File: config.mk
export PLATFORM = sky130hd
export DESIGN_NAME = simd_valu
export DESIGN_NICKNAME = d
export VERILOG_FILES = /design/src/simd_pkg.sv /design/src/simd_valu.sv
export SDC_FILE = /design/constraint.sdc
export NUM_CORES = 1
export LEC_CHECK = 0
export ABC_AREA = 1
export BUFFER_PORTS_ARGS = -buffer_cell sky130_fd_sc_hd__buf_4
export CAP_MARGIN = 20
export CORE_MARGIN = 8
export CORE_UTILIZATION = 55
export DETAILED_ROUTE_END_ITERATION = 7
export PLACE_DENSITY = 0.86
export SLEW_MARGIN = 20
export SYNTH_ARGS = -nofsm -noshare
export SYNTH_HDL_FRONTEND = slang
export SYNTH_SLANG_ARGS = --single-unit
File: constraint.sdc
create_clock -name vclk -period 12.95
set_clock_uncertainty 0.15 [all_clocks]
set_input_delay 2.59 -clock vclk [all_inputs]
set_output_delay 2.59 -clock vclk [all_outputs]
set_load 0.005 [all_outputs]
File: src/simd_pkg.sv
package simd_pkg;

	localparam int num_regs = 32; // architectural vector registers.
	localparam int vec_bits = 128;
	localparam int num_lanes = 16; // byte lanes per vector.

	typedef enum logic [3:0]
	{
		op_nop = 4'd0,
		op_add = 4'd1,
		op_sub = 4'd2,
		op_and = 4'd3,
		op_or = 4'd4,
		op_xor = 4'd5,
		op_insb = 4'd6,
		op_ldi = 4'd7
	} simd_opcode_e;

	typedef enum logic [1:0]
	{
		w_byte = 2'd0,
		w_half = 2'd1,
		w_word = 2'd2
	} simd_width_e;

	// three-operand register form.
	typedef struct packed
	{
		simd_opcode_e opcode;
		logic [4:0] rd;
		logic [4:0] ra;
		logic [4:0] rb;
		simd_width_e width;
		logic [3:0] lane;
		logic [6:0] pad;
	} simd_rform_t;

	// immediate form, opcode and rd sit where the register form has them.
	typedef struct packed
	{
		simd_opcode_e opcode;
		logic [4:0] rd;
		logic [15:0] imm;
		logic [6:0] pad;
	} simd_iform_t;

	typedef union packed
	{
		simd_rform_t rform;
		simd_iform_t iform;
	} simd_instr_u;

	typedef struct packed
	{
		logic en;
		logic [4:0] addr;
		logic [num_lanes-1:0] byte_en; // zero is a full write.
		logic [vec_bits-1:0] data;
	} simd_wr_t;

	typedef struct packed
	{
		logic valid;
		logic [4:0] dest;
		logic [vec_bits-1:0] data;
	} simd_res_t;

endpackage
File: src/simd_valu.sv
`timescale 1ns/1ps

module simd_valu
(
	input simd_pkg::simd_opcode_e opcode,
	input simd_pkg::simd_width_e width,
	input logic [simd_pkg::vec_bits-1:0] a,
	input logic [simd_pkg::vec_bits-1:0] b,
	input logic [15:0] imm,
	output logic [simd_pkg::vec_bits-1:0] result
);

	logic is_sub;
	logic [simd_pkg::vec_bits-1:0] b_op;
	logic [simd_pkg::vec_bits-1:0] arith;
	logic [1:0] lane_mask;

	assign is_sub = (opcode == simd_pkg::op_sub);
	assign b_op = is_sub ? ~b : b; // a - b as a + ~b + 1.

	// byte index bits that stay inside one lane.
	always_comb
	begin
		case (width)
			simd_pkg::w_byte:
				lane_mask = 2'b00;
			simd_pkg::w_half:
				lane_mask = 2'b01;
			default:
				lane_mask = 2'b11;
		endcase
	end

	// byte-sliced adder, the carry restarts at every lane boundary.
	always_comb
	begin
		logic carry;
		logic [8:0] byte_sum;
		carry = 1'b0;
		byte_sum = '0;
		arith = '0;
		for (int k = 0; k < simd_pkg::num_lanes; k++)
		begin
			if ((2'(k) & lane_mask) == 2'b00)
				carry = is_sub; // first byte of a lane.
			byte_sum = {1'b0, a[8*k +: 8]} + {1'b0, b_op[8*k +: 8]} + {8'd0, carry};
			arith[8*k +: 8] = byte_sum[7:0];
			carry = byte_sum[8];
		end
	end

	always_comb
	begin
		case (opcode)
			simd_pkg::op_add,
			simd_pkg::op_sub:
				result = arith;
			simd_pkg::op_and:
				result = a & b;
			simd_pkg::op_or:
				result = a | b;
			simd_pkg::op_xor:
				result = a ^ b;
			simd_pkg::op_insb:
				result = a; // the register file picks the byte.
			simd_pkg::op_ldi:
				result = {(simd_pkg::vec_bits/16){imm}};
			default:
				result = '0;
		endcase
	end

endmodule

==> flow_metrics.env <==
export IMPL_worst_setup_path_start_kind="primary input"
export IMPL_dieWidth_um=179.4
export IMPL_fin_cells=2978
export IMPL_postCtsHoldBufs=0
export IMPL_hold_path_class="primary input to primary output"
export IMPL_ant_nets=0
export IMPL_fin_area_sq_um=17810
export IMPL_routabilityCongestion=0.9329
export IMPL_hold_violations=0
export IMPL_grt_total_usage=0.3306
export IMPL_grt_pass1_wl_um=88590
export IMPL_endpoint_kind="primary output"
export IMPL_critical_path_class="primary input to primary output"
export IMPL_drive_gt1_frac=0.1829
export IMPL_placed_area_sq_um=17800
export IMPL_nNetsFinal=3307
export IMPL_clkbuf_count=0
export IMPL_timing_critical_path_mode_cell="nand2_1"
export IMPL_dr_total_vias=17300
export IMPL_worstPathRequired_ns=10.21
export IMPL_core_area_sq_um=26580
export IMPL_drt_wl_total_um=56980
export IMPL_synth_fp_nets=2968
export IMPL_syn_inst=2298
export IMPL_overflow=0
export IMPL_max_stage_delay_ns=0.50
export IMPL_period_share=0.9253
export IMPL_setup_viol=0
export IMPL_p_leak_nw=10.38
export IMPL_max_slew_margin=0.3737
export IMPL_dieArea_sq_um=32200
export IMPL_powerDensity_nw_per_um2=37.80
export IMPL_firstDrtPassIters=6
export IMPL_ys_seq_area_frac=0
export IMPL_cts_resized=0
export IMPL_seq_power_share=0
export IMPL_drc=0
export IMPL_chipHeight_um=179.4
export IMPL_slew_viol_final=0
export IMPL_initial_core_util=0.5528
export IMPL_worst_pin_slew_ns=0.9381
export IMPL_fin_tns_setup_ns=0
export IMPL_fin_crit_ns=11.98
export IMPL_crit_fanout=29
export IMPL_dp_cells=2976
export IMPL_grt_setup_unrepaired="no"
export IMPL_ir_drop_uv=20.35
export IMPL_post_dp_hpwl_um=43900
export IMPL_power_internal_w=0.0002942
export IMPL_wire_per_inst_um=19.13
export IMPL_p_comb_frac=1.000
export IMPL_io_buffers=406
export IMPL_crit_arrival_ns=9.24
export IMPL_status="finished, final reports clean"
export IMPL_p_sw_w=0.0003788
export IMPL_grt_pass1_vias=17550
export IMPL_grt_start_max_net_pins=73
export IMPL_ys_types=40
export IMPL_regArea_sq_um=0
export IMPL_clock_power_share=0
export IMPL_flops_and_latches=0
export IMPL_antenna_found_initial=4
export IMPL_critical_path_slowest_cell="fa_1"
export IMPL_drtIter0Drc=1309
export IMPL_viasPerCell=5.808
export IMPL_post_route_util=0.6701
export IMPL_cap_violations=0
export IMPL_synth_area_per_cell_sq_um=6.393
export IMPL_area_growth_pct=21.21
export IMPL_post_cts_buffers=0
export IMPL_synth_area_sq_um=14690
export IMPL_synth_warnings=0
export IMPL_num_rows=60
export IMPL_timing_fmax_mhz=83.45
export IMPL_num_io_pins=406
export IMPL_swShare=0.5628
==> power groups by stage <==
| stage | logic [W] | registers, W | clock network, W |
|---|---|---|---|
| global route | 0.000749 | 0 | 0.0000000000207 |
| CTS | 0.000665 | 0 | 0 |
| floorplan | 0.000388 | 0 | 0 |
| detailed placement | 0.000661 | 0 | 0 |
| finish | 0.000673 | 0 | 0.0000000000207 |
| global placement | 0.000640 | 0 | 0 |
==> area by class of cell <==
type / instances / area [sq um]
Inverter: 401 / 1509
Timing Repair Buffer: 417 / 3131
Antenna cell: 2 / 5.005
Fill cell: 2445 / 8768
Tap cell: 341 / 426.7
Multi-Input combinational cell: 1817 / 12740
==> worst max-delay path, delay by kind of cell <==
kind | cells | cell delay, ns
adders and majority gates | 7 | 2.84
and+or+nand+nor | 25 | 2.57
buffers and inverters | 7 | 0.64
AOI/OAI and AO/OA | 2 | 0.36
xor gates and xnor gates | 1 | 0.22
==> worst paths after layout <==
| check | cells after the start | start | slack (ns) | end |
|---|---|---|---|---|
| max | 42 | opcode[0] | 0.97 | result[58] |
| min | 4 | a[123] | 5.36 | result[123] |
==> cells by family after synthesis <==
group	share of synthesized area
compound gates	0.1950
xor+xnor	0.08048
fa+ha+maj	0.3482
buf+inv	0.1352
simple gates	0.2411
==> through the flow <==
step / worst slack [ns] / power (W) / hold slack (ns)
floorplan: 1.822 / 0.0003883 / 5.135
global placement: 1.163 / 0.0006396 / 5.357
detailed placement: 1.003 / 0.0006612 / 5.360
CTS: 0.9850 / 0.0006650 / 5.363
global route: 0.4191 / 0.0007491 / 5.384
finish: 0.9673 / 0.0006731 / 5.360
==> layout by cell type (no fill, tap or decap), types with 40 or more instances in the layout <==
cell and count:
xor2_1 130, inv_1 392, nand2_1 502, o21ai_0 151, ha_1 364, nor2_1 69
buf_4 417, nand4_1 60, nand3_1 115, a21oi_1 129, a211oi_1 40
==> layer usage <==
metal / part of all wire / track usage / vias up
li1: - / - / 8301
met2: 0.46 / 0.5702 / 872
met1: 0.39 / 0.3776 / 7918
met4: 0.062 / 0.1964 / 2
met3: 0.086 / 0.05988 / 204
met5: 0.00023 / 0 / -
==> synth_stat cells, drive strengths merged <==
master | instances | share of area
inv | 401 | 0.10
nand3b | 11 | 0.0056
nor2 | 73 | 0.020
nand4 | 60 | 0.026
a211o | 1 | 0.00060
o22ai | 19 | 0.0081
a21o | 12 | 0.0061
or2 | 25 | 0.011
o21ai | 185 | 0.063
a211oi | 45 | 0.025
fa | 28 | 0.038
buf | 74 | 0.031
o211ai | 1 | 0.00051
clkbuf | 6 | 0.0015
nand2 | 515 | 0.13
nor3 | 15 | 0.0051
a31oi | 13 | 0.0055
o31ai | 1 | 0.00051
nand3 | 116 | 0.040
o221ai | 7 | 0.0042
o21bai | 9 | 0.0046
a21boi | 1 | 0.00051
o21a | 5 | 0.0026
xor2 | 130 | 0.077
xnor2 | 5 | 0.0030
ha | 364 | 0.31
a21oi | 129 | 0.044
a31o | 3 | 0.0018
o2111ai | 27 | 0.016
a221oi | 17 | 0.012
No activity file was read; power rests on OpenSTA's default activity.
