File: src/simd_pkg.sv
package simd_pkg;

	localparam int num_regs = 32; // architectural vector registers.
	localparam int vec_bits = 128;
	localparam int num_lanes = 16; // byte lanes per vector.

	typedef enum logic [3:0]
	{
		op_nop = 4'd0,
		op_add = 4'd1,
		op_sub = 4'd2,
		op_and = 4'd3,
		op_or = 4'd4,
		op_xor = 4'd5,
		op_insb = 4'd6,
		op_ldi = 4'd7
	} simd_opcode_e;

	typedef enum logic [1:0]
	{
		w_byte = 2'd0,
		w_half = 2'd1,
		w_word = 2'd2
	} simd_width_e;

	// three-operand register form.
	typedef struct packed
	{
		simd_opcode_e opcode;
		logic [4:0] rd;
		logic [4:0] ra;
		logic [4:0] rb;
		simd_width_e width;
		logic [3:0] lane;
		logic [6:0] pad;
	} simd_rform_t;

	// immediate form, opcode and rd sit where the register form has them.
	typedef struct packed
	{
		simd_opcode_e opcode;
		logic [4:0] rd;
		logic [15:0] imm;
		logic [6:0] pad;
	} simd_iform_t;

	typedef union packed
	{
		simd_rform_t rform;
		simd_iform_t iform;
	} simd_instr_u;

	typedef struct packed
	{
		logic en;
		logic [4:0] addr;
		logic [num_lanes-1:0] byte_en; // zero is a full write.
		logic [vec_bits-1:0] data;
	} simd_wr_t;

	typedef struct packed
	{
		logic valid;
		logic [4:0] dest;
		logic [vec_bits-1:0] data;
	} simd_res_t;

endpackage
File: src/simd_control.sv
`timescale 1ns/1ps

module simd_control
(
	input logic clk,
	input logic rst_n,
	input logic instr_valid,
	input simd_pkg::simd_instr_u instr,
	input logic [simd_pkg::vec_bits-1:0] alu_result,
	output logic rd1en,
	output logic rd2en,
	output logic [4:0] rd1addr,
	output logic [4:0] rd2addr,
	output simd_pkg::simd_opcode_e alu_opcode,
	output simd_pkg::simd_width_e alu_width,
	output logic [15:0] alu_imm,
	output simd_pkg::simd_wr_t wr
);

	typedef struct packed
	{
		simd_pkg::simd_opcode_e opcode;
		simd_pkg::simd_width_e width;
		logic [4:0] rd;
		logic [15:0] imm;
		logic [simd_pkg::num_lanes-1:0] mask;
	} ex_t;

	simd_pkg::simd_opcode_e dec_op;
	ex_t dec;
	ex_t ex;
	logic ex_valid;

	// undefined codes fall back to nop.
	always_comb
	begin
		case (instr.rform.opcode)
			simd_pkg::op_add,
			simd_pkg::op_sub,
			simd_pkg::op_and,
			simd_pkg::op_or,
			simd_pkg::op_xor,
			simd_pkg::op_insb,
			simd_pkg::op_ldi:
				dec_op = instr.rform.opcode;
			default:
				dec_op = simd_pkg::op_nop;
		endcase
	end

	always_comb
	begin
		dec.opcode = dec_op;
		dec.width = instr.rform.width;
		if (dec_op == simd_pkg::op_ldi)
		begin
			dec.rd = instr.iform.rd;
			dec.imm = instr.iform.imm;
		end
		else
		begin
			dec.rd = instr.rform.rd;
			dec.imm = '0;
		end
		for (int k = 0; k < simd_pkg::num_lanes; k++)
			dec.mask[k] = (k <= int'(instr.rform.lane)); // thermometer up to lane.
	end

	// operand reads are issued in the sampling cycle.
	always_comb
	begin
		rd1en = 1'b0;
		rd2en = 1'b0;
		rd1addr = instr.rform.ra;
		rd2addr = instr.rform.rb;
		if (instr_valid)
		begin
			case (dec_op)
				simd_pkg::op_add,
				simd_pkg::op_sub,
				simd_pkg::op_and,
				simd_pkg::op_or,
				simd_pkg::op_xor:
				begin
					rd1en = 1'b1;
					rd2en = 1'b1;
				end
				simd_pkg::op_insb:
					rd1en = 1'b1;
				default:
				begin
					rd1en = 1'b0;
					rd2en = 1'b0;
				end
			endcase
		end
	end

	always_ff @(posedge clk)
	begin
		if (!rst_n)
			ex_valid <= 1'b0;
		else
			ex_valid <= instr_valid;
	end

	always_ff @(posedge clk)
	begin
		ex <= dec;
	end

	assign alu_opcode = ex.opcode;
	assign alu_width = ex.width;
	assign alu_imm = ex.imm;

	always_comb
	begin
		wr.en = ex_valid && (ex.opcode != simd_pkg::op_nop);
		wr.addr = ex.rd;
		wr.byte_en = (ex.opcode == simd_pkg::op_insb) ? ex.mask : '0;
		wr.data = alu_result;
	end

endmodule

File: config.mk
export PLATFORM = sky130hd
export DESIGN_NAME = simd_control
export DESIGN_NICKNAME = d
export VERILOG_FILES = /design/src/simd_pkg.sv /design/src/simd_control.sv
export SDC_FILE = /design/constraint.sdc
export NUM_CORES = 1
export LEC_CHECK = 0
export ABC_AREA = 0
export BUFFER_PORTS_ARGS = -buffer_cell sky130_fd_sc_hd__buf_2
export CAP_MARGIN = 20
export CORE_AREA = 2 2 135 137
export DETAILED_ROUTE_END_ITERATION = 10
export DIE_AREA = 0 0 137 139
export GPL_ROUTABILITY_DRIVEN = 0
export GPL_TIMING_DRIVEN = 0
export SLEW_MARGIN = 10
export SYNTH_ARGS = -nofsm -noshare
export SYNTH_HDL_FRONTEND = slang
export SYNTH_SLANG_ARGS = --single-unit
File: constraint.sdc
create_clock -name clk -period 1.53 [get_ports clk]
set_clock_uncertainty 0.05 [all_clocks]
set_input_delay 0.306 -clock clk [delete_from_list [all_inputs] [get_ports clk]]
set_output_delay 0.306 -clock clk [all_outputs]
set_load 0.01 [all_outputs]
==> results.cfg <==
[die]
die_area_sq_um = 19000
top_level_ports = 347
die_width_microns = 137
rows = 49
core_area_sq_um = 17700
die_y_microns = 139
initial_core_util = 0.146

[route]
routedWlPerCell_microns = 12.9
wirelength_mm = 9.35
vias = 2293
ant_nets = 0
dr.pass1.iters = 4
drc_errors = 0
initialDrtViolationCount = 40
viasPerCell = 3.15

[global_route]
overflow = 0
grt_max_degree = 16
grt_pass1_wl_mm = 12.5
antenna_found_initial = 0
grt_pass1_vias = 2061
grt_use_total = 0.0900

[power_and_ir_drop]
p_leak_nw = 2.42
ir_drop_uv = 457
p_per_area_nw_per_um2 = 799

[min_path]
min_from = instr[26]
min_path_type = in -> reg
worstHoldPathCells = 1
hold_end = wr[147]

[clock_tree]
cts-root-buf = clkbuf_16
numCtsBuffers = 5
clk_pin_slew_ns = 0.07
holdBufCountCts = 0
cts_tree = built
clock_sinks = 43
clockBufferDepth = 2
htree_levels = 2

[synthesis]
ys_seq_area_frac = 0.334
yosys-top-cells-count = 166 x buf_4, 43 x dfxtp_1, 19 x and2_1
async_flop_share = 0
post_synth_inst_count = 275
synthTopCellsByArea = buf_4 48%, dfxtp_1 33%, and2_1 4.6%, and2_2 4.4%, and2b_2 1.0%
synth_nets = 438
synthDistinctLibCells = 27
syn_area_per_cell_sq_um = 9.37
synth_top_area_share = 0.484
synth_edf_count = 0
synth_area_sq_um = 2580
yosys_register_bits = 43
ys.flop_type = dfxtp_1
ys_warn_count = 0
synth_top_area_cell = buf_4
post-synth-top-count-cell = buf_4

[placed_design]
dp_slack_ns = -0.0540
place_hpwl_mm = 7.78
dp.cells = 714
port_buffers = 210

[sta]
setup_viol = 17
maxSlewViolCount = 0
fmaxAchievable_mhz = 572
rsz0062_at_grt = true
setup_ws_ns = -0.219
hold_slack_ns = 0.0559
min_period_ns = 1.75
hold_viol = 0
min_period_over_period = 1.14

[setup_path]
critPathRequiredTime_ns = 1.17
cp_top_family = simple AND/OR/NAND/NOR gates
cpPeakStageDelay_ns = 0.40
path_class = reg -> out
crit_path_end_kind = primary output
crit_path_frequent_cell = buf_6
crit_path_cell_trace = and4bb_4 > buf_6 > and2_4 > buf_6
path_max_fanout = 5
slowest_stage = and4bb_4
cp.buffers_inverters = 2
cp.arrival_ns = 1.39
setup.worst_path.start_class = register

[status]
status = finished with violations
violations = negative setup slack

[layout]
stdcell_count = 727
drive_gt1_frac = 0.865
num_antenna_cells = 0
syn2layout_area_growth_pct = 67.3
nNetsFinal = 660

[run]
drv_cap = 0
==> kinds of logic (layout without fill, tap and decap cells) <==
family | Yosys count | in the layout | share of synthesized area
buffers and inverters | 173 | 396 | 0.501
AND/OR/NAND/NOR | 48 | 48 | 0.134
flip-flops | 43 | 43 | 0.334
AO/OA/AOI/OAI | 10 | 10 | 0.0301
other | 1 | 1 | 0.00146
==> final cells by class <==
class	count	area (sq um)
buffer	172	1290
clock buffer	5	125
clock inverter	3	71.3
fill	1917	13300
inverter	1	3.75
multi-input combinational	59	465
sequential	43	863
tap	229	287
timing repair buffer	215	1200
==> through the flow <==
step	cell area, sq um	TNS, ns	utilization	total power, W
after floorplan	2580	0	-	0.00167
after global placement	3910	-0.228	0.222	0.00196
after detailed placement	3910	-0.148	0.222	0.00197
after CTS	4270	-3.55	0.242	0.00352
after global routing	4310	-4.21	0.244	0.00363
final	4310	-3.13	0.244	0.00344
==> metal layers <==
metal	wire (microns)	vias up	share of wire	GRT usage
met1	3470	1011	0.37	0.102
met4	133	0	0.014	0.0255
met2	4760	151	0.51	0.159
li1	-	1122	-	-
met5	0	-	0	0
met3	987	9	0.11	0.0296
==> worst max path at each step <==
stage                  startpoint       to  cells past startpoint
floorplan             instr_valid    rd2en                      2
global placement    alu_opcode[3]  wr[139]                      4
detailed placement  alu_opcode[3]  wr[139]                      4
CTS                 alu_opcode[0]  wr[139]                      4
global route        alu_opcode[3]  wr[139]                      4
finish              alu_opcode[3]  wr[139]                      4
==> what timing repair did <==
action                                  in CTS  in global routing
setup buffers                                3                  1
cloned                                       1                  0
pin swaps                                   16                  2
endpoints found under the setup margin      17                 18
resized for setup                           34                  8
==> flip-flops by register name, summed over array words and instances, names as in the netlist <==
register and cells:
alu_imm 16, ex 15, ex_valid 1, alu_width 2, alu_opcode 4, wr 5
==> cell usage in the layout (no fill, tap or decap), drive strengths merged, types with 2 or more instances in the layout <==
master / synthesis / final
a21o: 2 / 2
and2: 34 / 34
and2b: 3 / 3
and3: 2 / 2
buf: 170 / 385
bufinv: 0 / 2
clkbuf: 2 / 7
dfxtp: 43 / 43
inv: 1 / 2
o21a: 2 / 2
or2: 2 / 2
==> where the power goes <==
part           leakage (nW)  total, W  internal, W  switching, W
clock network        0.0959   0.00149     0.000950      0.000543
registers             0.356   0.00118      0.00116     0.0000143
logic                  1.97  0.000770     0.000459      0.000311
Power figures use the tool's default switching activity.
